File: src/agc_defs.svh
`ifndef AGC_DEFS_SVH
`define AGC_DEFS_SVH

// Data path widths
`define AGC_NCHAN         8
`define AGC_SAMPLE_BITS   12
`define AGC_OUT_BITS      5
`define AGC_SCALE_BITS    17
`define AGC_SCALE_FRAC    12   // Scale is Q5.12
`define AGC_OFFSET_BITS   16
`define AGC_PIPE_STAGES   2

// Measurement window
`define AGC_WINDOW_CYCLES 256
`define AGC_WINDOW_SHIFT  11   // 256 clocks x 8 channels

// Loop targets and steps
`define AGC_START_SCALE   1500
`define AGC_START_OFFSET  0
`define AGC_TARGET_MS     16
`define AGC_MS_ERR        2
`define AGC_SCALE_DELTA   30
`define AGC_OFFSET_DELTA  25
`define AGC_OFFSET_ERR    5
`define AGC_SCALE_MIN     300
`define AGC_SCALE_MAX     130000
`define AGC_OFFSET_LIMIT  1000
`define AGC_BOOT_CYCLES   31

// Register map
`define AGC_ADDR_CTRL     8'h00
`define AGC_ADDR_MS       8'h04
`define AGC_ADDR_GT       8'h08
`define AGC_ADDR_LT       8'h0C
`define AGC_ADDR_SCALE    8'h10
`define AGC_ADDR_OFFSET   8'h14

// Control write bits and status bits
`define AGC_CMD_START     0
`define AGC_CMD_CLEAR     2
`define AGC_CMD_LOAD      8
`define AGC_CMD_APPLY     10
`define AGC_STAT_DONE     1

`endif

File: src/agc_pkg.sv
`include "agc_defs.svh"

package agc_pkg;

    typedef logic signed [`AGC_SAMPLE_BITS-1:0] sample_t;
    typedef logic signed [`AGC_OUT_BITS-1:0]    out_sample_t;
    typedef logic        [`AGC_SCALE_BITS-1:0]  scale_t;     // Unsigned fixed point
    typedef logic signed [`AGC_OFFSET_BITS-1:0] offset_t;
    typedef logic        [23:0]                 sq_sum_t;
    typedef logic        [11:0]                 count_t;
    typedef logic        [7:0]                  bus_addr_t;
    typedef logic        [31:0]                 bus_data_t;

    typedef struct packed {
        scale_t  scale;
        offset_t offset;
    } agc_gain_t;

    typedef struct packed {
        sq_sum_t sq_sum;
        count_t  gt;
        count_t  lt;
    } chan_stats_t;

    typedef struct packed {
        sq_sum_t ms;    // Mean square over all channels
        count_t  gt;
        count_t  lt;
        logic    done;
    } agc_stats_t;

    typedef struct packed {
        logic      cyc;
        logic      we;
        bus_addr_t addr;
        bus_data_t data;
    } agc_bus_req_t;

    typedef struct packed {
        logic      ack;
        bus_data_t data;
    } agc_bus_rsp_t;

    typedef enum logic [3:0] {
        BOOT, WRITE_GAIN, LOAD, APPLY, CLEAR, START, POLL, READ_STATS, CALC
    } loop_state_e;

    typedef enum logic [1:0] {
        SEND, WAIT, PROCESS
    } bus_phase_e;

endpackage

File: src/agc_stats_collector.sv
`timescale 1ns/1ps
`include "agc_defs.svh"

module agc_stats_collector (
    input  logic                                       aclk,
    input  logic                                       wb_rst_i,
    input  agc_pkg::chan_stats_t [`AGC_NCHAN-1:0]      chan_stats_i,
    input  logic                                       window_end_i,
    input  logic                                       stats_clear_i,
    output agc_pkg::agc_stats_t                        stats_o
);

    logic [`AGC_PIPE_STAGES-1:0] end_dly;
    agc_pkg::sq_sum_t            sq_total;
    agc_pkg::count_t             gt_total;
    agc_pkg::count_t             lt_total;

    // Adder tree over the channels
    always_comb begin
        sq_total = '0;
        gt_total = '0;
        lt_total = '0;
        for (int i = 0; i < `AGC_NCHAN; i++) begin
            sq_total = sq_total + chan_stats_i[i].sq_sum;
            gt_total = gt_total + chan_stats_i[i].gt;
            lt_total = lt_total + chan_stats_i[i].lt;
        end
    end

    //////////////////////////////
    // Latch once the channel pipes drain
    always_ff @(posedge aclk) begin
        if (wb_rst_i) begin
            end_dly <= '0;
            stats_o <= '0;
        end else begin
            end_dly <= {end_dly[`AGC_PIPE_STAGES-2:0], window_end_i};
            if (stats_clear_i) begin
                stats_o <= '0;               // Drops done too
            end else if (end_dly[`AGC_PIPE_STAGES-1]) begin
                stats_o.ms   <= sq_total >> `AGC_WINDOW_SHIFT;
                stats_o.gt   <= gt_total;
                stats_o.lt   <= lt_total;
                stats_o.done <= 1'b1;
            end
        end
    end

endmodule

File: config.mk
export PLATFORM = sky130hd
export DESIGN_NAME = agc_stats_collector
export DESIGN_NICKNAME = d
export VERILOG_FILES = /design/src/agc_pkg.sv /design/src/agc_stats_collector.sv
export VERILOG_INCLUDE_DIRS = /design/src
export SDC_FILE = /design/constraint.sdc
export NUM_CORES = 1
export LEC_CHECK = 0
export ABC_AREA = 1
export BUFFER_PORTS_ARGS = -buffer_cell sky130_fd_sc_hd__buf_4
export CORE_AREA = 5 5 166 168
export CTS_BUF_LIST = sky130_fd_sc_hd__clkbuf_8 sky130_fd_sc_hd__clkbuf_16
export DETAILED_ROUTE_END_ITERATION = 7
export DIE_AREA = 0 0 171 173
export PLACE_DENSITY = 0.81
export SYNTH_ARGS = -nofsm -noshare
export SYNTH_HDL_FRONTEND = slang
export SYNTH_SLANG_ARGS = --single-unit
File: constraint.sdc
create_clock -name aclk -period 5.1 [get_ports aclk]
set_clock_uncertainty 0.1 [all_clocks]
set_input_delay 0.255 -clock aclk [delete_from_list [all_inputs] [get_ports aclk]]
set_output_delay 0.255 -clock aclk [all_outputs]
set_load 0.02 [all_outputs]
==> flow_metrics.env <==
export IMPL_layout_nets=2531
export IMPL_powerDensity_mw_per_mm2=464
export IMPL_crit_start="chan_stats_i[146]"
export IMPL_start_util_pct=43.1
export IMPL_synth_edff_count=0
export IMPL_antenna_cells=0
export IMPL_top_level_ports=437
export IMPL_cts_setup_buffers=0
export IMPL_h_tree_depth=2
export IMPL_cap_violations=0
export IMPL_ys_dominant_reg_cell="dfxtp_1"
export IMPL_slew_violations=0
export IMPL_reg2reg_slack_ns=3.63
export IMPL_drive_gt1_share_pct=24.9
export IMPL_gp_congestion=0.896
export IMPL_path_max_fanout=3
export IMPL_slew_headroom_pct=55.2
export IMPL_port_buffers=425
export IMPL_synth_top_area_cell="fa_1"
export IMPL_power_frac_clock_pct=5.4
export IMPL_final_area_mm2=0.0148
export IMPL_holdWs_ns=0.0393
export IMPL_mappedNetlistArea_mm2=0.0111
export IMPL_grt_overflow=0
export IMPL_setup_tns_final_ns=0
export IMPL_grtUsageTotal_pct=21.2
export IMPL_clock_sinks=40
export IMPL_max_stage_delay_ns=0.52
export IMPL_crit_top_cell="fa_1"
export IMPL_r2r_start="end_dly[1]$_SDFF_PP0_"
export IMPL_die_area_mm2=0.0296
export IMPL_pwr_share_seq_pct=4.9
export IMPL_insertion_delay_ns=0.28
export IMPL_min_to="end_dly[1]$_SDFF_PP0_"
export IMPL_rsz0062_at_grt="no"
export IMPL_finalHoldViolations=0
export IMPL_grt_pass1_wl_um=51100
export IMPL_setup_viol_count_final=0
export IMPL_clk_path_buf_depth=2
export IMPL_grt_pass1_vias=11000
export IMPL_post_cts_resized=0
export IMPL_reg2regPathDepth=4
export IMPL_fmax_ghz=0.251
export IMPL_cts_made_buffers=5
export IMPL_placed_cell_area_mm2=0.0146
export IMPL_min_path_type="in2reg"
export IMPL_place_detailed_hpwl_um=29100
export IMPL_layout_min_cycle_time_ns=3.98
export IMPL_antenna_found_initial=0
export IMPL_ant_nets=0
export IMPL_drc_errors=0
export IMPL_die_x_um=171
export IMPL_initialDrtViolationCount=338
export IMPL_first_pass_iters=5
export IMPL_fp_dieH_um=173
export IMPL_fp_coreArea_mm2=0.0258
export IMPL_ir_worst_vdd_mv=0.362
export IMPL_area_growth_pct=33.3
export IMPL_utilization_pct=57.5
export IMPL_synthTopCellsByArea="fa_1 (47%), inv_1 (18%), nand2_1 (7.5%)"
export IMPL_power_leakage_uw=0.00879
export IMPL_internal_power_uw=3010
export IMPL_worstPathArrival_ns=4.05
export IMPL_rows=59
export IMPL_synth_common_cells="inv_1 (542), fa_1 (259), nand2_1 (223)"
export IMPL_switching_share_pct=56.2
export IMPL_avgSynthCellArea_um2=7.85
export IMPL_cp_required_ns=5.18
export IMPL_ys_seq_elements=40
export IMPL_cts_tree="built"
export IMPL_ys_warnings_count=0
export IMPL_cts_clk_slew_worst_paths_ns=0.06
export IMPL_status="complete, no violations"
export IMPL_drt_wl_total_um=31200
export IMPL_synth_cell_type_count=36
export IMPL_routedWlPerCell_um=14.4
export IMPL_min_path_cells=2
export IMPL_fin_crit_sh_pct=78.0
export IMPL_r2r_end="stats_o[10]$_SDFFE_PP0P_"
export IMPL_cts_hold_buf=0
export IMPL_path_cells="buf_4, fa_1, inv_1, fa_1, inv_1, fa_1, fa_1, ha_1, inv_1, fa_1, o21ai_1, nand2_1, nand2_1, nand2_1, nand3_1, nand3_1, o211ai_1, inv_1"
export IMPL_dr_total_vias=9808
export IMPL_synth_top_area_share_pct=46.7
export IMPL_critPathKind="in2reg"
export IMPL_clockRootBuffer="clkbuf_16"
export IMPL_async_reset_ff_share_pct=0
export IMPL_synth_most_common_cell="inv_1"
export IMPL_worst_pin_slew_ns=0.672
export IMPL_cp_start_kind="input port"
export IMPL_ys_seq_area_share_pct=7.21
export IMPL_post_drt_via_cell_ratio=4.51
export IMPL_synthCells=1416
export IMPL_num_fill_cells=2290
export IMPL_critical_path_endpoint_type="flop"
export IMPL_crit_slowest_cell="fa_1"
export IMPL_hold_start="wb_rst_i"
export IMPL_p_sw_uw=3860
export IMPL_grt_max_degree=61
export IMPL_p_comb_share_pct=89.7
-- flip-flops by register name, summed over array words and instances (netlist names) --
name	flops
end_dly	2
stats_o	38
-- power by group through the flow --
stage	sequential (µW)	combinational, µW	clock (µW)
finish	335	6170	372
global route	336	7160	399
CTS	335	6170	388
detailed placement	342	6130	0
global placement	341	5980	0
floorplan	356	4640	0
-- kinds of logic (layout without fill, tap and decap cells) --
| family | after synthesis | count (layout) | synth area share [%] |
|---|---|---|---|
| buffers and inverters | 571 | 983 | 19.7 |
| other | 1 | 11 | 0.0338 |
| DFF | 40 | 40 | 7.21 |
| AOI/OAI and AO/OA | 91 | 91 | 4.55 |
| and+or+nand+nor | 380 | 380 | 14.4 |
| xor gates and xnor gates | 27 | 27 | 2.13 |
| adders and majority gates | 306 | 306 | 52.0 |
-- placed cells by master (no fill, tap or decap), types with 16 or more instances in the layout --
cell     count
nand3_1     51
xor2_1      16
nand2_1    223
ha_1        47
o21ai_0     18
inv_1      542
dfxtp_1     39
a21oi_1     44
nor2_1      74
buf_4      427
fa_1       259
-- routing by layer --
| metal | track usage (%) | share of wire [%] | up-vias |
|---|---|---|---|
| li1 | - | - | 4754 |
| met1 | 24.7 | 36 | 4664 |
| met2 | 39.7 | 53 | 342 |
| met3 | 4.77 | 8.4 | 48 |
| met4 | 4.46 | 2.1 | 0 |
| met5 | 0 | 0 | - |
-- how the worst max path moves through the flow --
stage	to	slack (ns)
final	stats_o[9]$_SDFFE_PP0P_	1.12
after floorplan	stats_o[21]$_SDFFE_PP0P_	1.25
after detailed placement	stats_o[9]$_SDFFE_PP0P_	0.82
after global routing	stats_o[9]$_SDFFE_PP0P_	0.92
after global placement	stats_o[9]$_SDFFE_PP0P_	0.90
after CTS	stats_o[9]$_SDFFE_PP0P_	1.11
-- critical path, delay by kind of cell --
| family | cells | cell delay [ns] |
|---|---|---|
| compound gates | 2 | 0.39 |
| fa+ha+maj | 6 | 2.68 |
| buf+inv | 5 | 0.37 |
| simple gates | 5 | 0.35 |
-- final cells by class --
class / instances / area [µm²] / area share [%]
Clock buffer: 5 / 125 / 0.845
Clock inverter: 3 / 46.3 / 0.313
Inverter: 548 / 2060 / 13.9
Multi-Input combinational cell: 815 / 8160 / 55.1
Sequential cell: 40 / 802 / 5.41
Tap cell: 335 / 419 / 2.83
Timing Repair Buffer: 427 / 3210 / 21.6
-- metrics by stage --
| stage | setup WS (ns) | instances | power (µW) |
|---|---|---|---|
| global placement | 0.895 | 2165 | 6320 |
| global route | 0.916 | 2173 | 7900 |
| CTS | 1.11 | 2173 | 6890 |
| finish | 1.12 | 2173 | 6880 |
| floorplan | 1.25 | 1426 | 5000 |
| detailed placement | 0.818 | 2165 | 6470 |
No activity file was read; power rests on OpenSTA's default activity.
