==> config.mk <==
export PLATFORM = sky130hd
export DESIGN_NAME = agc_register_block
export DESIGN_NICKNAME = d
export VERILOG_FILES = /design/src/agc_pkg.sv /design/src/agc_register_block.sv
export VERILOG_INCLUDE_DIRS = /design/src
export SDC_FILE = /design/constraint.sdc
export NUM_CORES = 1
export LEC_CHECK = 0
export BUFFER_PORTS_ARGS = -buffer_cell sky130_fd_sc_hd__buf_2
export CAP_MARGIN = 40
export CORE_MARGIN = 2
export CORE_UTILIZATION = 47
export DETAILED_ROUTE_END_ITERATION = 8
export PLACE_DENSITY = 0.76
export SYNTH_ARGS = -nofsm -noshare
export SYNTH_HDL_FRONTEND = slang
export SYNTH_SLANG_ARGS = --single-unit
export TNS_END_PERCENT = 10
==> constraint.sdc <==
create_clock -name aclk -period 1.7 [get_ports aclk]
set_input_delay 0.34 -clock aclk [delete_from_list [all_inputs] [get_ports aclk]]
set_output_delay 0.34 -clock aclk [all_outputs]
set_load 0.02 [all_outputs]
==> src/agc_defs.svh <==
`ifndef AGC_DEFS_SVH
`define AGC_DEFS_SVH

// Data path widths
`define AGC_NCHAN         8
`define AGC_SAMPLE_BITS   12
`define AGC_OUT_BITS      5
`define AGC_SCALE_BITS    17
`define AGC_SCALE_FRAC    12   // Scale is Q5.12
`define AGC_OFFSET_BITS   16
`define AGC_PIPE_STAGES   2

// Measurement window
`define AGC_WINDOW_CYCLES 256
`define AGC_WINDOW_SHIFT  11   // 256 clocks x 8 channels

// Loop targets and steps
`define AGC_START_SCALE   1500
`define AGC_START_OFFSET  0
`define AGC_TARGET_MS     16
`define AGC_MS_ERR        2
`define AGC_SCALE_DELTA   30
`define AGC_OFFSET_DELTA  25
`define AGC_OFFSET_ERR    5
`define AGC_SCALE_MIN     300
`define AGC_SCALE_MAX     130000
`define AGC_OFFSET_LIMIT  1000
`define AGC_BOOT_CYCLES   31

// Register map
`define AGC_ADDR_CTRL     8'h00
`define AGC_ADDR_MS       8'h04
`define AGC_ADDR_GT       8'h08
`define AGC_ADDR_LT       8'h0C
`define AGC_ADDR_SCALE    8'h10
`define AGC_ADDR_OFFSET   8'h14

// Control write bits and status bits
`define AGC_CMD_START     0
`define AGC_CMD_CLEAR     2
`define AGC_CMD_LOAD      8
`define AGC_CMD_APPLY     10
`define AGC_STAT_DONE     1

`endif

==> src/agc_pkg.sv <==
`include "agc_defs.svh"

package agc_pkg;

    typedef logic signed [`AGC_SAMPLE_BITS-1:0] sample_t;
    typedef logic signed [`AGC_OUT_BITS-1:0]    out_sample_t;
    typedef logic        [`AGC_SCALE_BITS-1:0]  scale_t;     // Unsigned fixed point
    typedef logic signed [`AGC_OFFSET_BITS-1:0] offset_t;
    typedef logic        [23:0]                 sq_sum_t;
    typedef logic        [11:0]                 count_t;
    typedef logic        [7:0]                  bus_addr_t;
    typedef logic        [31:0]                 bus_data_t;

    typedef struct packed {
        scale_t  scale;
        offset_t offset;
    } agc_gain_t;

    typedef struct packed {
        sq_sum_t sq_sum;
        count_t  gt;
        count_t  lt;
    } chan_stats_t;

    typedef struct packed {
        sq_sum_t ms;    // Mean square over all channels
        count_t  gt;
        count_t  lt;
        logic    done;
    } agc_stats_t;

    typedef struct packed {
        logic      cyc;
        logic      we;
        bus_addr_t addr;
        bus_data_t data;
    } agc_bus_req_t;

    typedef struct packed {
        logic      ack;
        bus_data_t data;
    } agc_bus_rsp_t;

    typedef enum logic [3:0] {
        BOOT, WRITE_GAIN, LOAD, APPLY, CLEAR, START, POLL, READ_STATS, CALC
    } loop_state_e;

    typedef enum logic [1:0] {
        SEND, WAIT, PROCESS
    } bus_phase_e;

endpackage

==> src/agc_register_block.sv <==
`timescale 1ns/1ps
`include "agc_defs.svh"

module agc_register_block (
    input  logic                  aclk,
    input  logic                  wb_rst_i,
    input  agc_pkg::agc_bus_req_t bus_req_i,
    input  agc_pkg::agc_stats_t   stats_i,
    output agc_pkg::agc_bus_rsp_t bus_rsp_o,
    output agc_pkg::agc_gain_t    gain_o,
    output logic                  window_run_o,
    output logic                  window_end_o,
    output logic                  stats_clear_o
);

    localparam int win_bits = $clog2(`AGC_WINDOW_CYCLES);
    localparam agc_pkg::agc_gain_t start_gain = '{
        scale:  agc_pkg::scale_t'(`AGC_START_SCALE),
        offset: agc_pkg::offset_t'(`AGC_START_OFFSET)
    };

    agc_pkg::agc_gain_t pending_gain;
    agc_pkg::agc_gain_t staged_gain;
    agc_pkg::bus_data_t rd_data;
    logic [win_bits-1:0] win_cnt;
    logic                accept;

    assign accept = bus_req_i.cyc && !bus_rsp_o.ack;   // One ack per transfer

    // Read mux
    always_comb begin
        rd_data = '0;
        case (bus_req_i.addr)
            `AGC_ADDR_CTRL: begin
                rd_data[`AGC_STAT_DONE] = stats_i.done;
                rd_data[0]              = window_run_o;
            end
            `AGC_ADDR_MS:     rd_data = agc_pkg::bus_data_t'(stats_i.ms);
            `AGC_ADDR_GT:     rd_data = agc_pkg::bus_data_t'(stats_i.gt);
            `AGC_ADDR_LT:     rd_data = agc_pkg::bus_data_t'(stats_i.lt);
            `AGC_ADDR_SCALE:  rd_data = agc_pkg::bus_data_t'(gain_o.scale);
            `AGC_ADDR_OFFSET: rd_data = agc_pkg::bus_data_t'(gain_o.offset); // Sign extended
            default:          rd_data = '0;
        endcase
    end

    always_ff @(posedge aclk) begin
        if (wb_rst_i) begin
            bus_rsp_o     <= '0;
            pending_gain  <= start_gain;
            staged_gain   <= start_gain;
            gain_o        <= start_gain;
            window_run_o  <= 1'b0;
            window_end_o  <= 1'b0;
            stats_clear_o <= 1'b0;
            win_cnt       <= '0;
        end else begin
            bus_rsp_o.ack <= accept;
            window_end_o  <= 1'b0;
            stats_clear_o <= 1'b0;

            //////////////////////////////
            // Window timer
            if (window_run_o) begin
                win_cnt <= win_cnt + 1'b1;
                if (win_cnt == win_bits'(`AGC_WINDOW_CYCLES - 1)) begin
                    window_run_o <= 1'b0;
                    window_end_o <= 1'b1;
                end
            end

            //////////////////////////////
            // Bus writes
            if (accept && bus_req_i.we) begin
                case (bus_req_i.addr)
                    `AGC_ADDR_CTRL: begin
                        if (bus_req_i.data[`AGC_CMD_CLEAR]) stats_clear_o <= 1'b1;
                        if (bus_req_i.data[`AGC_CMD_START]) begin
                            window_run_o <= 1'b1;
                            win_cnt      <= '0;
                        end
                        if (bus_req_i.data[`AGC_CMD_LOAD])  staged_gain <= pending_gain;
                        if (bus_req_i.data[`AGC_CMD_APPLY]) gain_o <= staged_gain;
                    end
                    `AGC_ADDR_SCALE:
                        pending_gain.scale <= bus_req_i.data[`AGC_SCALE_BITS-1:0];
                    `AGC_ADDR_OFFSET:
                        pending_gain.offset <= bus_req_i.data[`AGC_OFFSET_BITS-1:0];
                    default: ;
                endcase
            end

            if (accept && !bus_req_i.we) bus_rsp_o.data <= rd_data; // Valid with ack
        end
    end

endmodule

==> flow_summary.json <==
{
  "status": "complete, no violations",
  "final_layout_size_suffix_gt1_share_pct": 29.2,
  "die_h_um": 113,
  "drc_errors": 0,
  "final_core_util_pct": 62.6,
  "maxCapViolCount": 0,
  "cts_made_buffers": 17,
  "slew_viol_final": 0,
  "clkSinkCount": 136,
  "p_comb_share_pct": 6.6,
  "worstPathMaxFanout": 33,
  "die_w_um": 113,
  "syn_inst": 663,
  "endpoint_kind": "flip-flop",
  "fin_skew_ns": 0.00875,
  "hold_path_class": "input pin to flip-flop",
  "nets": 892,
  "syn2layout_area_growth_pct": 28.6,
  "worst-path-buf-inv": 1,
  "dpl.cell_count": 922,
  "netlist_area_um2": 5630,
  "slew_headroom_pct": 69.3,
  "grt_pass1_wl_um": 24700,
  "port_buffers": 146,
  "wl_um": 15500,
  "postCtsHoldBufs": 0,
  "antenna_found_initial": 1,
  "power.internal_mw": 5.78,
  "initial_utilization_pct": 48.7,
  "cts_resized": 0,
  "syn_nets": 757,
  "n_antenna_cell": 0,
  "powerDensity_nw_per_um2": 1030,
  "report.power.total_mw": 7.49,
  "place_congestion": 0.799,
  "p_switching_mw": 1.71,
  "synth.most_common_cell": "nand2_1",
  "via_count": 5238,
  "io-pin-count": 162,
  "avgSynthCellArea_um2": 8.49,
  "placementRows": 39,
  "setup_ws_ns": 0.150,
  "setup_viol": 0,
  "core_area_um2": 11600,
  "first_pass_iters": 5,
  "period_minus_slack_ns": 1.55,
  "synth.top_cells.by_count": "nand2_1 (160), dfxtp_1 (136), nor2_1 (65)",
  "slowest_stage": "and4bb_1",
  "pre_cts_slack_ns": -0.0865,
  "ys_seq_elements": 136,
  "synth_cell_type_count": 39,
  "cts_tree": "done",
  "cts-root-buf": "clkbuf_16",
  "track_usage_pct": 24.2,
  "swShare_pct": 22.8,
  "routedWlPerCell_um": 16.3,
  "cpPeakStageDelay_ns": 0.40,
  "synth_top_area_share_pct": 48.4,
  "cp-start-kind": "flip-flop",
  "grt_pass1_vias": 5076,
  "overflow": 0,
  "grt_setup_unrepaired": "no",
  "power_frac_seq_pct": 43.2,
  "htree_num_levels": 4,
  "yosysSeqAreaShare_pct": 48.4,
  "drtIter0Drc": 374,
  "clkSlewWorstSetupHoldPaths_ns": 0.06,
  "dpl.hpwl_um": 10700,
  "crit_chain": "and4bb_1, and4_1, buf_12, nand2_1, a21oi_1",
  "critical_path_class": "flip-flop to flip-flop",
  "critPathArrivalTime_ns": 1.88,
  "post-cts-setup-buffers": 0,
  "fmaxAchievable_ghz": 0.645,
  "p_clk_share_pct": 50.2,
  "place_area_um2": 6620,
  "clk_latency_ns": 0.42,
  "final_area_um2": 7240,
  "tightest_slew_ns": 0.456,
  "grt_max_degree": 48,
  "synth_edf_count": 0,
  "postRouteAntennaNets": 0,
  "crit_family": "simple AND/OR/NAND/NOR gates",
  "viasPerCell": 5.49,
  "async_flop_share_pct": 0,
  "yosys.area.top_type": "dfxtp_1",
  "synth.area.top_cells": "dfxtp_1 (48%), nand2_1 (11%), a21oi_1 (5.5%)",
  "ys.flop_type": "dfxtp_1",
  "p_leak_nw": 3.01,
  "yosysWarnings": 0,
  "required_ns": 2.03,
  "peakVddDrop_mv": 0.504,
  "hold_viol": 0,
  "clockBufferDepth": 2,
  "instances_no_fill": 954,
  "die-area_um2": 12900,
  "fin_crit_sh_pct": 91.2
}
[path summary, 6_finish.rpt]
path	start	to	slack (ns)	depth (start not counted)
setup / recovery	bus_rsp_o[32]	gain_o[1]	0.15	5
hold / removal	bus_req_i[6]	pending_gain[22]	0.16	3
setup reg to reg	bus_rsp_o[32]	gain_o[1]	0.15	5
hold reg to reg	staged_gain[9]	staged_gain[9]	0.45	2
[power groups by stage]
stage	Sequential, mW	Clock, mW	Combinational (mW)
2_1_floorplan	3.34	0	0.239
3_3_place_gp	3.30	0	0.477
3_5_place_dp	3.31	0	0.491
4_1_cts	3.24	3.79	0.493
5_1_grt	3.24	3.92	0.531
6_report	3.24	3.76	0.493
[routing by layer]
layer	global-route usage (%)	up-vias	share of wire, %
li1	-	2551	-
met1	29.3	2489	41
met2	41.6	168	50
met3	6.91	28	6.1
met4	8.21	2	2.0
met5	0	-	0.071
[registers in the layout (all words and copies together) (netlist names)]
register       flops
bus_rsp_o         26
gain_o            33
pending_gain      33
staged_gain       33
stats_clear_o      1
win_cnt            8
window_end_o       1
window_run_o       1
[area by class of cell]
| cell class | instances | area, µm² |
|---|---|---|
| fill | 970 | 4330 |
| tap | 143 | 179 |
| clock buffer | 18 | 439 |
| clock inverter | 14 | 174 |
| multi-input combinational | 467 | 2630 |
| sequential | 136 | 2720 |
| timing repair buffer | 174 | 1080 |
| inverter | 2 | 7.51 |
[cells in the final DEF (no fill, tap or decap), types with 4 or more instances in the layout]
| cell | count |
|---|---|
| a211oi_1 | 18 |
| a21oi_1 | 62 |
| a22oi_1 | 6 |
| a31oi_1 | 10 |
| a32o_1 | 10 |
| and3_1 | 4 |
| buf_12 | 11 |
| buf_2 | 145 |
| buf_4 | 18 |
| clkbuf_16 | 17 |
| clkinv_4 | 4 |
| clkinvlp_4 | 4 |
| dfxtp_1 | 136 |
| mux2_2 | 25 |
| mux2i_1 | 20 |
| nand2_1 | 160 |
| nand3b_1 | 8 |
| nand4_1 | 7 |
| nor2_1 | 65 |
| nor3_1 | 31 |
| o2bb2ai_1 | 5 |
| xor2_1 | 4 |
[worst register-to-register path: cells and delay by family, from the launching register on]
family	cells	cell delay, ns
AOI/OAI and AO/OA	1	0.17
buffers and inverters	1	0.21
DFF	1	0.32
and+or+nand+nor	3	0.76
[kinds of logic (layout without fill, tap and decap cells)]
| family | after synthesis | in the layout | synth area share [%] |
|---|---|---|---|
| AOI/OAI and AO/OA | 120 | 120 | 13.5 |
| xor gates and xnor gates | 7 | 7 | 1.09 |
| adders and majority gates | 1 | 1 | 0.222 |
| buffers and inverters | 60 | 208 | 4.91 |
| DFF | 136 | 136 | 48.4 |
| muxes | 45 | 45 | 8.56 |
| and+or+nand+nor | 294 | 294 | 23.3 |
[through the flow]
stage,TNS (ns),hold slack [ns]
2_1_floorplan,0,0.432
3_3_place_gp,0,0.439
3_5_place_dp,-0.650,0.444
4_1_cts,0,0.154
5_1_grt,0,0.166
6_report,0,0.163
Note: power is estimated with default switching activity, not from simulation.
