## src/agc_defs.svh

```systemverilog
`ifndef AGC_DEFS_SVH
`define AGC_DEFS_SVH

// Data path widths
`define AGC_NCHAN         8
`define AGC_SAMPLE_BITS   12
`define AGC_OUT_BITS      5
`define AGC_SCALE_BITS    17
`define AGC_SCALE_FRAC    12   // Scale is Q5.12
`define AGC_OFFSET_BITS   16
`define AGC_PIPE_STAGES   2

// Measurement window
`define AGC_WINDOW_CYCLES 256
`define AGC_WINDOW_SHIFT  11   // 256 clocks x 8 channels

// Loop targets and steps
`define AGC_START_SCALE   1500
`define AGC_START_OFFSET  0
`define AGC_TARGET_MS     16
`define AGC_MS_ERR        2
`define AGC_SCALE_DELTA   30
`define AGC_OFFSET_DELTA  25
`define AGC_OFFSET_ERR    5
`define AGC_SCALE_MIN     300
`define AGC_SCALE_MAX     130000
`define AGC_OFFSET_LIMIT  1000
`define AGC_BOOT_CYCLES   31

// Register map
`define AGC_ADDR_CTRL     8'h00
`define AGC_ADDR_MS       8'h04
`define AGC_ADDR_GT       8'h08
`define AGC_ADDR_LT       8'h0C
`define AGC_ADDR_SCALE    8'h10
`define AGC_ADDR_OFFSET   8'h14

// Control write bits and status bits
`define AGC_CMD_START     0
`define AGC_CMD_CLEAR     2
`define AGC_CMD_LOAD      8
`define AGC_CMD_APPLY     10
`define AGC_STAT_DONE     1

`endif

```

## src/agc_pkg.sv

```systemverilog
`include "agc_defs.svh"

package agc_pkg;

    typedef logic signed [`AGC_SAMPLE_BITS-1:0] sample_t;
    typedef logic signed [`AGC_OUT_BITS-1:0]    out_sample_t;
    typedef logic        [`AGC_SCALE_BITS-1:0]  scale_t;     // Unsigned fixed point
    typedef logic signed [`AGC_OFFSET_BITS-1:0] offset_t;
    typedef logic        [23:0]                 sq_sum_t;
    typedef logic        [11:0]                 count_t;
    typedef logic        [7:0]                  bus_addr_t;
    typedef logic        [31:0]                 bus_data_t;

    typedef struct packed {
        scale_t  scale;
        offset_t offset;
    } agc_gain_t;

    typedef struct packed {
        sq_sum_t sq_sum;
        count_t  gt;
        count_t  lt;
    } chan_stats_t;

    typedef struct packed {
        sq_sum_t ms;    // Mean square over all channels
        count_t  gt;
        count_t  lt;
        logic    done;
    } agc_stats_t;

    typedef struct packed {
        logic      cyc;
        logic      we;
        bus_addr_t addr;
        bus_data_t data;
    } agc_bus_req_t;

    typedef struct packed {
        logic      ack;
        bus_data_t data;
    } agc_bus_rsp_t;

    typedef enum logic [3:0] {
        BOOT, WRITE_GAIN, LOAD, APPLY, CLEAR, START, POLL, READ_STATS, CALC
    } loop_state_e;

    typedef enum logic [1:0] {
        SEND, WAIT, PROCESS
    } bus_phase_e;

endpackage

```

## src/agc_control_loop.sv

```systemverilog
`timescale 1ns/1ps
`include "agc_defs.svh"

module agc_control_loop (
    input  logic                  aclk,
    input  logic                  wb_rst_i,
    input  agc_pkg::agc_bus_rsp_t bus_rsp_i,
    output agc_pkg::agc_bus_req_t bus_req_o
);

    localparam int boot_bits = $clog2(`AGC_BOOT_CYCLES + 1);

    agc_pkg::loop_state_e  state;
    agc_pkg::bus_phase_e   phase;
    agc_pkg::agc_bus_req_t req_next;
    agc_pkg::bus_data_t    rsp_q;
    logic [boot_bits-1:0]  boot_cnt;
    logic [2:0]            idx;     // Word within a multi-access step

    // Values read back from the target
    agc_pkg::sq_sum_t      ms_q;
    agc_pkg::count_t       gt_q;
    agc_pkg::count_t       lt_q;
    agc_pkg::scale_t       scale_q;
    agc_pkg::offset_t      offset_q;

    // Values to write next
    agc_pkg::scale_t       new_scale;
    agc_pkg::offset_t      new_offset;

    //////////////////////////////
    // Request for the current step
    always_comb begin
        req_next     = '0;
        req_next.cyc = 1'b1;
        req_next.we  = 1'b1;
        req_next.addr = `AGC_ADDR_CTRL;
        case (state)
            agc_pkg::WRITE_GAIN: begin
                if (idx == 3'd0) begin
                    req_next.addr = `AGC_ADDR_SCALE;
                    req_next.data = agc_pkg::bus_data_t'(new_scale);
                end else begin
                    req_next.addr = `AGC_ADDR_OFFSET;
                    req_next.data = agc_pkg::bus_data_t'(new_offset);
                end
            end
            agc_pkg::LOAD:  req_next.data[`AGC_CMD_LOAD]  = 1'b1;
            agc_pkg::APPLY: req_next.data[`AGC_CMD_APPLY] = 1'b1;
            agc_pkg::CLEAR: req_next.data[`AGC_CMD_CLEAR] = 1'b1;
            agc_pkg::START: req_next.data[`AGC_CMD_START] = 1'b1;
            agc_pkg::POLL:  req_next.we = 1'b0;                   // Status read
            agc_pkg::READ_STATS: begin
                req_next.we   = 1'b0;
                req_next.addr = `AGC_ADDR_MS + {idx, 2'b00};      // MS, GT, LT, scale, offset
            end
            default: req_next = '0;
        endcase
    end

    //////////////////////////////
    // Correction FSM
    always_ff @(posedge aclk) begin
        if (wb_rst_i) begin
            state      <= agc_pkg::BOOT;
            phase      <= agc_pkg::SEND;
            bus_req_o  <= '0;
            rsp_q      <= '0;
            boot_cnt   <= boot_bits'(`AGC_BOOT_CYCLES - 1);
            idx        <= '0;
            ms_q       <= '0;
            gt_q       <= '0;
            lt_q       <= '0;
            scale_q    <= agc_pkg::scale_t'(`AGC_START_SCALE);
            offset_q   <= agc_pkg::offset_t'(`AGC_START_OFFSET);
            new_scale  <= agc_pkg::scale_t'(`AGC_START_SCALE);
            new_offset <= agc_pkg::offset_t'(`AGC_START_OFFSET);
        end else begin
            case (phase)
                agc_pkg::SEND: begin
                    if (state == agc_pkg::BOOT) begin
                        if (boot_cnt != '0) boot_cnt <= boot_cnt - 1'b1;
                        else state <= agc_pkg::WRITE_GAIN;   // Start gain already staged
                    end else if (state == agc_pkg::CALC) begin
                        // Fixed steps, held at the cutoffs
                        new_scale <= scale_q;
                        if (ms_q > `AGC_TARGET_MS + `AGC_MS_ERR) begin
                            if (scale_q > `AGC_SCALE_MIN)
                                new_scale <= scale_q - agc_pkg::scale_t'(`AGC_SCALE_DELTA);
                        end else if (ms_q < `AGC_TARGET_MS - `AGC_MS_ERR) begin
                            if (scale_q < `AGC_SCALE_MAX)
                                new_scale <= scale_q + agc_pkg::scale_t'(`AGC_SCALE_DELTA);
                        end

                        new_offset <= offset_q;
                        if (gt_q > lt_q + `AGC_OFFSET_ERR) begin
                            if (offset_q > -`AGC_OFFSET_LIMIT)
                                new_offset <= offset_q - agc_pkg::offset_t'(`AGC_OFFSET_DELTA);
                        end else if (lt_q > gt_q + `AGC_OFFSET_ERR) begin
                            if (offset_q < `AGC_OFFSET_LIMIT)
                                new_offset <= offset_q + agc_pkg::offset_t'(`AGC_OFFSET_DELTA);
                        end
                        state <= agc_pkg::WRITE_GAIN;
                    end else begin
                        bus_req_o <= req_next;
                        phase     <= agc_pkg::WAIT;
                    end
                end

                agc_pkg::WAIT: begin
                    if (bus_rsp_i.ack) begin
                        bus_req_o.cyc <= 1'b0;     // Release in the ack cycle
                        rsp_q         <= bus_rsp_i.data;
                        phase         <= agc_pkg::PROCESS;
                    end
                end

                default: begin
                    phase <= agc_pkg::SEND;
                    case (state)
                        agc_pkg::WRITE_GAIN: begin
                            if (idx == 3'd1) begin
                                idx   <= '0;
                                state <= agc_pkg::LOAD;
                            end else begin
                                idx <= 3'd1;
                            end
                        end
                        agc_pkg::LOAD:  state <= agc_pkg::APPLY;
                        agc_pkg::APPLY: state <= agc_pkg::CLEAR;
                        agc_pkg::CLEAR: state <= agc_pkg::START;
                        agc_pkg::START: state <= agc_pkg::POLL;
                        agc_pkg::POLL: begin
                            if (rsp_q[`AGC_STAT_DONE]) begin
                                idx   <= '0;
                                state <= agc_pkg::READ_STATS;
                            end                         // Otherwise poll again
                        end
                        agc_pkg::READ_STATS: begin
                            case (idx)
                                3'd0:    ms_q     <= agc_pkg::sq_sum_t'(rsp_q);
                                3'd1:    gt_q     <= agc_pkg::count_t'(rsp_q);
                                3'd2:    lt_q     <= agc_pkg::count_t'(rsp_q);
                                3'd3:    scale_q  <= agc_pkg::scale_t'(rsp_q);
                                default: offset_q <= agc_pkg::offset_t'(rsp_q);
                            endcase
                            if (idx == 3'd4) begin
                                idx   <= '0;
                                state <= agc_pkg::CALC;
                            end else begin
                                idx <= idx + 1'b1;
                            end
                        end
                        default: state <= agc_pkg::BOOT;
                    endcase
                end
            endcase
        end
    end

endmodule

```

## config.mk

```make
export PLATFORM = sky130hd
export DESIGN_NAME = agc_control_loop
export DESIGN_NICKNAME = d
export VERILOG_FILES = /design/src/agc_pkg.sv /design/src/agc_control_loop.sv
export VERILOG_INCLUDE_DIRS = /design/src
export SDC_FILE = /design/constraint.sdc
export NUM_CORES = 1
export LEC_CHECK = 0
export BUFFER_PORTS_ARGS = -buffer_cell sky130_fd_sc_hd__buf_4
export CORE_MARGIN = 8
export CORE_UTILIZATION = 35
export CTS_CLUSTER_DIAMETER = 50
export DETAILED_ROUTE_END_ITERATION = 12
export PLACE_DENSITY = 0.55
export SYNTH_ARGS = -nofsm -noshare
export SYNTH_HDL_FRONTEND = slang
export SYNTH_SLANG_ARGS = --single-unit
```

## constraint.sdc

```tcl
create_clock -name aclk -period 3.6 [get_ports aclk]
set_input_delay 0.72 -clock aclk [delete_from_list [all_inputs] [get_ports aclk]]
set_output_delay 0.72 -clock aclk [all_outputs]
set_load 0.05 [all_outputs]
```

==> metrics.md <==
| Metric | Value |
|---|---|
| Status | finished, final reports clean |
| Clk slew on worst S/H paths | 0.07 ns |
| # IOs | 77 |
| Ratio of cells with drive above 1 in the final layout | 13.2% |
| Total CTS buffers | 17 |
| H-tree depth | 4 |
| Vias | 8,447 |
| First-pass GRT wire length | 42,500 µm |
| Final period utilization | 93.2% |
| Number of global-route vias before repair | 7,787 |
| Top cell type's share of synthesized area | 37.9% |
| Fin. Hold Viols | 0 |
| HP Class | reg2reg |
| Yosys reg bits | 176 |
| Full die area | 32,000 µm² |
| Number of synthesized flops with an enable pin | 0 |
| Unrepaired setup endpoints after global routing | no |
| Post-route design area | 10,600 µm² |
| Post-DP Area | 9930 µm² |
| CP Capture Type | register |
| Die width | 179 µm |
| Initial Utilization | 35.6% |
| Crit path cell chain | ha_1 > o21ai_0 > nor2_2 > and3_1 > xnor2_1 > ha_1 > a21o_1 > a21oi_1 > nand3_1 > o211ai_4 > buf_4 > nor2_2 > o2111a_1 > a311o_1 |
| Pin count of the biggest net entering global routing | 134 |
| Slowest CP cell | o211ai_4 |
| Routed wire length | 26,200 µm |
| Type of origin of the critical path | register |
| Die height | 179 µm |
| DR pass1 iterations | 5 |
| Slew Viols, Final | 0 |
| Syn Inst Count | 1,194 |
| Post-route insts no fill | 1,560 |
| Clock buffer depth | 2 |
| Final worst slack | 0.246 ns |
| Fill cells | 2,734 |
| Post-synth ARST share | 0% |
| Setup violators final | 0 |
| Ys Warns | 0 |
| WP buf/inv | 1 |
| Unique masters post-synth | 86 |
| Vias per inst | 5.41 |
| Pre-CTS setup slack | 0.0892 ns |
| Critical path peak fanout | 10 |
| Gpl congestion | 0.885 |
| # hold bufs at CTS | 0 |
| Avg WL per Cell | 16.8 µm |
| Syn-to-layout area delta | 13.6% |
| Static Leak | 3.77 nW |
| Post-synthesis sequential area ratio | 37.9% |
| Setup CP Type | reg2reg |
| Fmax | 298 MHz |
| Cells after DPL | 1,524 |
| Synth Cell Area | 9290 µm² |
| FP Rows | 59 |
| Final Skew | 0.0124 ns |
| CORE AREA | 26,100 µm² |
| Detailed Route Iter0 Violations | 703 |
| Routed Antenna Nets | 0 |
| Pwr/cell area | 518 nW/µm² |
| DP HPWL | 18,500 µm |
| CTS tree | built |
| Synth area leaders | dfxtp_1, nand2_1, a21oi_1 |
| CP delay by family, top | compound AO/OA/AOI/OAI gates |
| Yosys top cell by area | dfxtp_1 |
| IO Port Bufs | 64 |
| R2R setup slack | 0.25 ns |
| Max cap viols | 0 |
| Max stage delay on crit path | 0.43 ns |
| Root Driver | clkbuf_16 |
| Footprint of the multi-input gates | 5170 µm² |
| WP data arrival | 3.67 ns |
| Worst-margin pin slew | 1.08 ns |
| Syn Area/Cell | 7.78 µm² |
| Tot GR Track Use | 16.5% |
| DRC | 0 |
| Required @ worst endpoint | 3.92 ns |
| Max transition margin | 27.8% |
| Peak VDD IR | 0.579 mV |
| Clk sinks | 176 |
| Fin nets | 1,282 |
| Post-route minimum period | 3.35 ns |
| FF/Latch Area | 3520 µm² |
| Initial antenna violation count | 0 |
| Grt total ovfl | 0 |
| Worst-Skew Late Latency | 0.43 ns |
| Post-synth top flop | dfxtp_1 |
| Inserted Diodes | 0 |
| Post-route setup TNS | 0 ns |
worst min-delay path, stage by stage, from the launching register on:
cell and delay [ns]:
dfxtp_1 0.31, nand2_1 0.05, a21oi_1 0.05
report_power, final:
group          internal (W)  leakage [nW]  switching, W
clock               0.00100         0.286      0.000859
sequential          0.00209          1.42      0.000145
combinational      0.000401          2.06      0.000968
Yosys cell counts, types with 3 or more instances:
library cell,n
buf_4,19
a21oi_1,140
a32oi_1,3
nor2_1,67
nand3_1,98
nand3b_1,3
or3_1,8
a211oi_1,6
a21o_1,3
and3_1,15
o22ai_1,4
nor3_2,4
a221oi_1,15
o21bai_1,3
a32o_1,5
a22oi_1,5
nor2_2,3
xnor2_1,25
nor3b_1,5
o21a_1,3
a31oi_1,12
o211ai_1,7
dfxtp_1,176
or2_2,4
nand4_1,11
ha_1,35
o31ai_1,3
mux2i_1,3
o21ai_1,3
clkbuf_1,68
nor4_1,15
xor2_1,21
o21ai_0,32
nor3_1,43
inv_1,22
nand2b_1,8
clkbuf_8,6
nor2b_1,6
nand2_1,221
nor4b_1,3
buf_2,6
path summary, 6_finish.rpt:
check,startpoint,endpoint,depth (start not counted)
worst max-delay path,gt_q[1],new_offset[0],14
worst min-delay path,new_scale[1],new_scale[1],2
worst max register to register,gt_q[1],new_offset[0],14
worst min register to register,new_scale[1],new_scale[1],2
metal layers:
layer | vias to the layer above | part of all wire [%] | routed length (µm) | global-route usage [%]
met3 | 21 | 4.6 | 1210 | 2.34
met2 | 191 | 44 | 11500 | 25.0
met1 | 4007 | 50 | 13100 | 24.0
met4 | 0 | 1.3 | 346 | 4.27
li1 | 4228 | - | - | -
met5 | - | 0 | 0 | 0
cell type report:
cell class                      count  share of cell area [%]
Timing Repair Buffer               98                    7.21
Multi-Input combinational cell    896                    49.0
Inverter                           23                   0.818
Tap cell                          335                    3.97
Sequential cell                   176                    33.4
Clock buffer                       19                    4.20
Clock inverter                     13                    1.39
stage by stage:
step | power, W | util, % | hold WS (ns)
after CTS | 0.00553 | 40.4 | 0.456
final | 0.00547 | 40.5 | 0.456
after global placement | 0.00365 | 38.1 | 0.440
after floorplan | 0.00331 | - | 0.420
after global routing | 0.00572 | 40.5 | 0.467
after detailed placement | 0.00366 | 38.1 | 0.447
cell usage in the layout (no fill, tap or decap), types with 4 or more instances in the layout:
cell type and n:
nor4_1 14, o22ai_1 4, and3_1 15, a32o_1 5, conb_1 4, clkbuf_16 17, nor3b_1 5, nor3_2 4
a221oi_1 15, ha_1 35, or2_2 4, nand3_1 98, dfxtp_1 176, nand2_1 221, o211ai_1 7, nor2b_1 6
xor2_1 21, a21oi_1 140, nand4_1 11, nor2_1 65, buf_4 96, nor2_2 4, clkinv_4 4, inv_6 4
o21ai_0 32, nor3_1 43, or3_1 8, a22oi_1 5, a211oi_1 6, nand2b_1 8, inv_1 22, xnor2_1 25
a31oi_1 12
cell families after synthesis:
logic type	count (synthesis)	share of synthesized area [%]
AND/OR/NAND/NOR	538	27.7
multiplexers	3	0.323
adder cells (fa/ha/maj)	35	4.72
XOR/XNOR	46	4.34
flip-flops	176	37.9
other	1	0.0404
buffers and inverters	125	6.71
AO/OA/AOI/OAI	270	18.2
state kept, by name (all words and copies together), names as in the netlist:
| register | cells |
|---|---|
| offset_q | 16 |
| state | 4 |
| new_offset | 16 |
| new_scale | 17 |
| gt_q | 12 |
| rsp_q | 24 |
| ms_q | 24 |
| boot_cnt | 5 |
| bus_req_o | 24 |
| lt_q | 12 |
| scale_q | 17 |
| idx | 3 |
| phase | 2 |
timing repair:
| action | in CTS | in global routing |
|---|---|---|
| endpoints found under the setup margin | 0 | 7 |
| gates resized for setup | 0 | 2 |
| buffers inserted | 0 | 4 |
Power figures use the tool's default switching activity.
