`config.mk`:
```
export PLATFORM = sky130hd
export DESIGN_NAME = agc_channel
export DESIGN_NICKNAME = d
export VERILOG_FILES = /design/src/agc_pkg.sv /design/src/agc_channel.sv
export VERILOG_INCLUDE_DIRS = /design/src
export SDC_FILE = /design/constraint.sdc
export NUM_CORES = 1
export LEC_CHECK = 0
export BUFFER_PORTS_ARGS = -buffer_cell sky130_fd_sc_hd__buf_2
export CAP_MARGIN = 30
export CORE_MARGIN = 4
export CORE_UTILIZATION = 45
export DETAILED_ROUTE_END_ITERATION = 16
export MAX_ROUTING_LAYER = met4
export PLACE_DENSITY_LB_ADDON = 0.25
export SLEW_MARGIN = 20
export SYNTH_ARGS = -nofsm -noshare
export SYNTH_HDL_FRONTEND = slang
export SYNTH_SLANG_ARGS = --single-unit
```
`constraint.sdc`:
```
create_clock -name aclk -period 10.5 [get_ports aclk]
set_input_delay 2.1 -clock aclk [delete_from_list [all_inputs] [get_ports aclk]]
set_output_delay 2.1 -clock aclk [all_outputs]
set_load 0.1 [all_outputs]
```
`src/agc_defs.svh`:
```
`ifndef AGC_DEFS_SVH
`define AGC_DEFS_SVH

// Data path widths
`define AGC_NCHAN         8
`define AGC_SAMPLE_BITS   12
`define AGC_OUT_BITS      5
`define AGC_SCALE_BITS    17
`define AGC_SCALE_FRAC    12   // Scale is Q5.12
`define AGC_OFFSET_BITS   16
`define AGC_PIPE_STAGES   2

// Measurement window
`define AGC_WINDOW_CYCLES 256
`define AGC_WINDOW_SHIFT  11   // 256 clocks x 8 channels

// Loop targets and steps
`define AGC_START_SCALE   1500
`define AGC_START_OFFSET  0
`define AGC_TARGET_MS     16
`define AGC_MS_ERR        2
`define AGC_SCALE_DELTA   30
`define AGC_OFFSET_DELTA  25
`define AGC_OFFSET_ERR    5
`define AGC_SCALE_MIN     300
`define AGC_SCALE_MAX     130000
`define AGC_OFFSET_LIMIT  1000
`define AGC_BOOT_CYCLES   31

// Register map
`define AGC_ADDR_CTRL     8'h00
`define AGC_ADDR_MS       8'h04
`define AGC_ADDR_GT       8'h08
`define AGC_ADDR_LT       8'h0C
`define AGC_ADDR_SCALE    8'h10
`define AGC_ADDR_OFFSET   8'h14

// Control write bits and status bits
`define AGC_CMD_START     0
`define AGC_CMD_CLEAR     2
`define AGC_CMD_LOAD      8
`define AGC_CMD_APPLY     10
`define AGC_STAT_DONE     1

`endif

```
`src/agc_pkg.sv`:
```
`include "agc_defs.svh"

package agc_pkg;

    typedef logic signed [`AGC_SAMPLE_BITS-1:0] sample_t;
    typedef logic signed [`AGC_OUT_BITS-1:0]    out_sample_t;
    typedef logic        [`AGC_SCALE_BITS-1:0]  scale_t;     // Unsigned fixed point
    typedef logic signed [`AGC_OFFSET_BITS-1:0] offset_t;
    typedef logic        [23:0]                 sq_sum_t;
    typedef logic        [11:0]                 count_t;
    typedef logic        [7:0]                  bus_addr_t;
    typedef logic        [31:0]                 bus_data_t;

    typedef struct packed {
        scale_t  scale;
        offset_t offset;
    } agc_gain_t;

    typedef struct packed {
        sq_sum_t sq_sum;
        count_t  gt;
        count_t  lt;
    } chan_stats_t;

    typedef struct packed {
        sq_sum_t ms;    // Mean square over all channels
        count_t  gt;
        count_t  lt;
        logic    done;
    } agc_stats_t;

    typedef struct packed {
        logic      cyc;
        logic      we;
        bus_addr_t addr;
        bus_data_t data;
    } agc_bus_req_t;

    typedef struct packed {
        logic      ack;
        bus_data_t data;
    } agc_bus_rsp_t;

    typedef enum logic [3:0] {
        BOOT, WRITE_GAIN, LOAD, APPLY, CLEAR, START, POLL, READ_STATS, CALC
    } loop_state_e;

    typedef enum logic [1:0] {
        SEND, WAIT, PROCESS
    } bus_phase_e;

endpackage

```
`src/agc_channel.sv`:
```
`timescale 1ns/1ps
`include "agc_defs.svh"

module agc_channel (
    input  logic                   aclk,
    input  logic                   wb_rst_i,
    input  agc_pkg::sample_t       sample_i,
    input  agc_pkg::agc_gain_t     gain_i,
    input  logic                   window_run_i,
    input  logic                   stats_clear_i,
    output agc_pkg::out_sample_t   sample_o,
    output agc_pkg::chan_stats_t   stats_o
);

    localparam int out_max = 2 ** (`AGC_OUT_BITS - 1) - 1;
    localparam int out_min = -(2 ** (`AGC_OUT_BITS - 1));

    logic signed [`AGC_OFFSET_BITS:0]                    biased_q;
    logic signed [`AGC_OFFSET_BITS+`AGC_SCALE_BITS+1:0]  product;
    logic signed [`AGC_OFFSET_BITS+`AGC_SCALE_BITS+1:0]  shifted;
    agc_pkg::out_sample_t                                sat_val;
    logic        [2*`AGC_OUT_BITS-1:0]                   out_sq;
    logic        [`AGC_PIPE_STAGES-1:0]                  run_dly;

    // Scale is unsigned, so give it a zero sign bit
    assign product = biased_q * $signed({1'b0, gain_i.scale});
    assign shifted = product >>> `AGC_SCALE_FRAC;
    assign out_sq  = sample_o * sample_o;

    // Clamp to the trigger range
    always_comb begin
        if (shifted > out_max) begin
            sat_val = agc_pkg::out_sample_t'(out_max);
        end else if (shifted < out_min) begin
            sat_val = agc_pkg::out_sample_t'(out_min);
        end else begin
            sat_val = shifted[`AGC_OUT_BITS-1:0];
        end
    end

    //////////////////////////////
    // Two stage data path
    always_ff @(posedge aclk) begin
        biased_q <= sample_i + gain_i.offset;    // Stage one
        sample_o <= sat_val;                     // Stage two
    end

    always_ff @(posedge aclk) begin
        if (wb_rst_i) begin
            run_dly <= '0;
            stats_o <= '0;
        end else begin
            run_dly <= {run_dly[`AGC_PIPE_STAGES-2:0], window_run_i};
            if (stats_clear_i) begin
                stats_o <= '0;
            end else if (run_dly[`AGC_PIPE_STAGES-1]) begin
                // Flag lines up with sample_o here
                stats_o.sq_sum <= stats_o.sq_sum + out_sq;
                if (sample_o > 0) stats_o.gt <= stats_o.gt + 1'b1;
                if (sample_o < 0) stats_o.lt <= stats_o.lt + 1'b1;
            end
        end
    end

endmodule

```
==> flow_metrics.tcl, run 1 <==
set metrics [dict create \
    synth.top_cell.area_share_pct 34.5 \
    clk_latency_ns 0.33 \
    die_x_um 184 \
    worst_slew_pin_slew_ns 0.926 \
    netlist_instances 1574 \
    rrSetupSlack_ns 3.11 \
    r2r_end "sample_o[1]$_SDFF_PN1_" \
    avgSynthCellArea_um2 8.82 \
    drv_slew 0 \
    start_kind "input pin" \
    required_ns 10.75 \
    die-area_um2 33700 \
    grt_use_total_pct 21.0 \
    antenna_found_initial 1 \
    ios 102 \
    end_kind "flip-flop" \
    overflow 0 \
    initial_core_util_pct 45.5 \
    grt_pass1_vias 11100 \
    hold_start "run_dly[0]$_SDFF_PP0_" \
    ys.flop_type "dfxtp_1" \
    ctsHtreeMaxLevel 3 \
    totalWireLength_mm 32.8 \
    yosys.area.top_type "fa_1" \
    rows 64 \
    tritoncts "done" \
    final_hold_viol_count 0 \
    cts_resized 0 \
    dr_total_vias 10500 \
    place_ws_ns 1.57 \
    synth_warnings 0 \
    hold_path_class "reg2reg" \
    synth.most_common_cell "inv_1" \
    yosysSeqAreaShare_pct 10.4 \
    setup_ws_ns 1.94 \
    finClkSkew_ns 0.00540 \
    critPathMaxFanout 17 \
    max_freq_mhz 117 \
    cts.sink_count 72 \
    synth-edff-count 0 \
    grt_max_degree 49 \
    die_y_um 184 \
    ys_top_cells_by_area "fa_1 (34%), ha_1 (15%), dfxtp_1 (10%), inv_1 (8.6%), and2_1 (6.9%)" \
    core_area_um2 30500 \
    routedWlPerCell_um 16.0 \
    drt-initial-drc-count 541 \
    grt_first_pass_wirelength_mm 55.8 \
    synth.top_cells.by_count "inv_1 (319), fa_1 (239), nand2_1 (164)" \
    fin_setup_tns_ns 0 \
    grt_setup_unrepaired "no" \
    netlist_area_um2 13900 \
    dpl.hpwl_mm 26.5 \
    min_to "run_dly[1]$_SDFF_PP0_" \
    setup_viol 0 \
    outcome "finished, final reports clean" \
    root_buffer "clkbuf_16" \
    reg2regPathDepth 24 \
    ys_async_sr_fraction_pct 0 \
    period_needed_ns 8.56 \
    vias_per_cell 5.14 \
    postCtsSetupRepairBufs 0 \
    synth-seq-cells 72 \
    numCtsBuffers 9 \
    r2r_start "biased_q[16]$_DFF_P_" \
    drive_above_1_share_pct 8.08 \
    clk_pin_slew_ns 0.05 \
    criticalPathCategory "in2reg" \
    place.gp.congestion 0.861 \
    cts_hold_buffers 0 \
    ant_nets 0 \
    synth.distinct_cells 64 \
    layout.nets 2093 \
    portBuffers 101 \
    syn-num-nets 2024 \
    hold_path_depth 1 \
    drv_cap 0 \
    area_growth_pct 8.26 \
    slew-limit-headroom_pct 37.8 \
    first_pass_iters 5 \
    worstPathArrival_ns 8.81 \
    finalCritPeriodShare_pct 81.5 \
    drcViolationCount 0 \
    clockBufferDepth 2 \
]
[metal layers]
layer  global-route usage (%)  vias up  wire, um
met5                        -        -         0
met4                     4.65        0       594
met3                     2.33       36      1680
met2                     35.5      244     16300
met1                     27.4     5230     14200
li1                         -     5000         -
[placed cells by master, fill, tap and decap left out, types with 3 or more instances in the layout]
cell,netlist,final
a211oi_1,3,3
a21boi_0,3,3
a21o_1,17,17
a21oi_1,43,43
a31oi_1,7,7
and2_1,152,152
and3_1,14,14
buf_2,0,101
clkbuf_16,0,9
dfxtp_1,72,72
fa_1,239,239
ha_1,162,162
inv_1,319,319
mux2i_1,6,6
nand2_1,164,164
nand2b_1,15,15
nand3_1,22,22
nand4_1,14,14
nor2_1,81,81
nor2b_1,9,9
nor3_1,7,7
o21a_1,3,3
o21ai_0,27,27
o21ai_1,3,3
o21bai_1,10,10
or2_2,4,4
or3_1,9,9
or4_1,4,4
xnor2_1,35,35
xor2_1,41,41
[cell families (layout without fill, tap and decap cells)]
kind of cell    count (synthesis)  in the layout  share of synthesized area [%]
buf+inv                       365            438                           9.87
simple gates                  505            505                           18.2
fa+ha+maj                     401            401                           49.1
xor+xnor                       76             76                           4.80
other cells                     0              2                              0
flops                          72             72                           10.4
compound gates                149            149                           7.18
mux                             6              6                          0.433
[registers in the layout, indices dropped and copies added (netlist names)]
name and flops:
stats_o 48, biased_q 17, sample_o 5, run_dly 2
[area by class of cell]
| class | instances | area, um2 |
|---|---|---|
| clock inverters | 3 | 17.5 |
| inverters | 320 | 1200 |
| repair buffers | 103 | 541 |
| diodes | 2 | 5.00 |
| flip-flops and latches | 72 | 1440 |
| clock buffers | 12 | 256 |
| multi-input cells | 1137 | 11100 |
| well taps | 396 | 495 |
| fillers | 2937 | 15500 |
[metrics by stage]
step | std cells | cell area, um2 | utilization, % | hold slack (ns)
2_1_floorplan | 1574 | 13900 | - | 0.414
3_3_place_gp | 2027 | 14700 | 48.2 | 0.432
3_5_place_dp | 2027 | 14700 | 48.2 | 0.441
4_1_cts | 2042 | 15000 | 49.1 | 0.461
5_1_grt | 2044 | 15000 | 49.2 | 0.480
6_report | 2045 | 15000 | 49.2 | 0.458
[worst max path at each step]
stage | from | to | slack, ns | cells after the start
floorplan | gain_i[23] | sample_o[1]$_SDFF_PN1_ | 2.11 | 23
global placement | gain_i[21] | sample_o[1]$_SDFF_PN1_ | 1.69 | 23
detailed placement | gain_i[21] | sample_o[1]$_SDFF_PN1_ | 1.57 | 23
CTS | gain_i[21] | sample_o[1]$_SDFF_PN1_ | 1.91 | 23
global route | gain_i[22] | sample_o[2]$_SDFF_PN1_ | 1.49 | 23
finish | gain_i[21] | sample_o[1]$_SDFF_PN1_ | 1.94 | 23
[critical path: stages]
cell and delay [ns]:
buf_2 0.34, nor2_1 0.14, fa_1 0.55, inv_1 0.06
fa_1 0.52, fa_1 0.55, inv_1 0.06, fa_1 0.51
fa_1 0.56, inv_1 0.06, fa_1 0.57, inv_1 0.05
ha_1 0.34, a21o_1 0.22, a21oi_2 0.20, o2bb2ai_1 0.10
a211oi_2 0.30, a21oi_1 0.13, or2_0 0.24, or4_1 0.54
nor4_2 0.26, a31oi_1 0.19, o31ai_2 0.23
Power of run 1 is left out: the tool's default activity adds up to more than one toggle a clock period on the data nets, which glitch-free logic cannot reach.
==> inputs of run 2 (changes only) <==
Clock period 10.5 ns to 6.9 ns, I/O delays scaled along.
==> run 2 against run 1 <==
Compared with the run above:
- the flow now finishes with violations (setup timing)
- first-iteration DRC count is 3.3% higher
- sequential cell count stayed put
- clock-buffer cell count is 2 lower
- critical path type unchanged
- largest cell class unchanged
- highest routed layer unchanged
==> flow_metrics.tcl, run 2 (synthesis results as in run 1) <==
set metrics [dict create \
    portBuffers 101 \
    clk_pin_slew_ns 0.06 \
    grt_pass1_vias 11300 \
    setup_viol 4 \
    overflow 0 \
    top_register "stats_o" \
    dr_total_vias 10900 \
    max_freq_mhz 137 \
    finalCritPeriodShare_pct 106 \
    drt-initial-drc-count 559 \
    vias_per_cell 5.03 \
    grt_use_total_pct 21.6 \
    worstPathArrival_ns 7.50 \
    first_pass_iters 5 \
    drive_above_1_share_pct 17.8 \
    layout.cells.most_common "inv_1" \
    hold_path_class "reg2reg" \
    routedWlPerCell_um 15.8 \
    cts_hold_buffers 0 \
    finClkSkew_ns 0.00934 \
    numCtsBuffers 9 \
    worst_slew_pin_slew_ns 0.917 \
    tritoncts "done" \
    drv_slew 0 \
    slew-limit-headroom_pct 38.4 \
    critPathMaxFanout 7 \
    antenna_found_initial 3 \
    die_y_um 184 \
    r2r_start "biased_q[4]$_DFF_P_" \
    utilization_pct 54.2 \
    ctsHtreeMaxLevel 3 \
    area_growth_pct 19.2 \
    initial_core_util_pct 45.5 \
    totalWireLength_mm 34.3 \
    largest_register_ffs 48 \
    startpoint "gain_i[26]" \
    post_dp_cell_area_um2 15800 \
    grt_max_degree 49 \
    criticalPathCategory "in2reg" \
    top_regs "stats_o (48), biased_q (17), sample_o (5)" \
    violations "setup timing" \
    start_kind "input pin" \
    grt_first_pass_wirelength_mm 57.1 \
    hold_start "run_dly[0]$_SDFF_PP0_" \
    outcome "complete, but fails checks" \
    ios 102 \
    drv_cap 0 \
    die-area_um2 33700 \
    drcViolationCount 0 \
    place.gp.congestion 0.872 \
    core_area_um2 30500 \
    clockBufferDepth 2 \
    dpl.hpwl_mm 28.3 \
    period_needed_ns 7.29 \
    rows 64 \
    ant_nets 0 \
    grt_setup_unrepaired "yes" \
    cts.sink_count 72 \
    end_kind "flip-flop" \
    design_area_um2 16500 \
    layout_common_cells "inv_1 (312), fa_1 (234), nand2_1 (159)" \
    clk_latency_ns 0.33 \
    required_ns 7.11 \
    layout.nets 2219 \
    setup_ws_ns -0.391 \
    root_buffer "clkbuf_16" \
    die_x_um 184 \
    final_hold_viol_count 0 \
]
-- run 2: cell count changes in the layout (fill, tap and decap cells not counted), sizes merged --
cell and delta:
bufinv +2, diode +2, bufbuf +1, buf +123, inv +1
-- run 2: layout make-up --
type | count | area (um2)
multi-input cells | 1137 | 11400
well taps | 396 | 495
clock inverters | 6 | 90.1
diodes | 4 | 10.0
repair buffers | 229 | 1650
clock buffers | 10 | 239
flip-flops and latches | 72 | 1440
inverters | 320 | 1200
fillers | 2783 | 14000
-- run 2: routing by layer --
layer | track usage (%) | vias to the layer above | wire length, um
li1 | - | 5261 | -
met1 | 28.6 | 5371 | 15100
met2 | 35.4 | 242 | 16800
met3 | 2.45 | 62 | 1480
met4 | 5.78 | 0 | 873
met5 | - | - | 0
-- run 2: per-stage QoR --
stage	hold slack [ns]	worst slack, ns	std cells	TNS [ns]
6_report	0.452	-0.391	2174	-1.56
5_1_grt	0.474	-0.602	2173	-2.45
4_1_cts	0.454	-0.406	2168	-1.45
3_5_place_dp	0.428	-0.868	2141	-3.84
3_3_place_gp	0.440	-0.727	2141	-3.30
2_1_floorplan	0.414	-0.286	1574	-1.13
-- run 2: repair_timing --
action                     4_1_cts  5_1_grt
pin swaps                       40       25
setup endpoints to repair        5        5
gates resized for setup         43       31
setup buffers                   10        2
cloned                           1        0
-- run 2: path summary, 6_finish.rpt --
kind                                  to  slack (ns)  cells past startpoint
setup / recovery  sample_o[1]$_SDFF_PN1_       -0.39                     24
hold / removal     run_dly[1]$_SDFF_PP0_        0.45                      1
setup reg to reg  sample_o[1]$_SDFF_PN1_        0.05                     21
hold reg to reg    run_dly[1]$_SDFF_PP0_        0.45                      1
-- run 2: critical path: stages --
cell       delay (ns)
buf_12           0.12
buf_12           0.12
buf_6            0.11
nand2_2          0.05
fa_1             0.44
fa_1             0.52
inv_1            0.05
fa_1             0.52
fa_1             0.43
fa_1             0.51
inv_2            0.04
fa_1             0.51
inv_2            0.05
ha_4             0.21
a21o_1           0.21
a2111oi_4        0.43
o211ai_4         0.18
buf_4            0.17
a211o_1          0.29
a31oi_1          0.21
xnor2_1          0.12
a2111oi_1        0.42
a41o_1           0.31
o31ai_2          0.08
Power of run 2 is left out for the same reason.
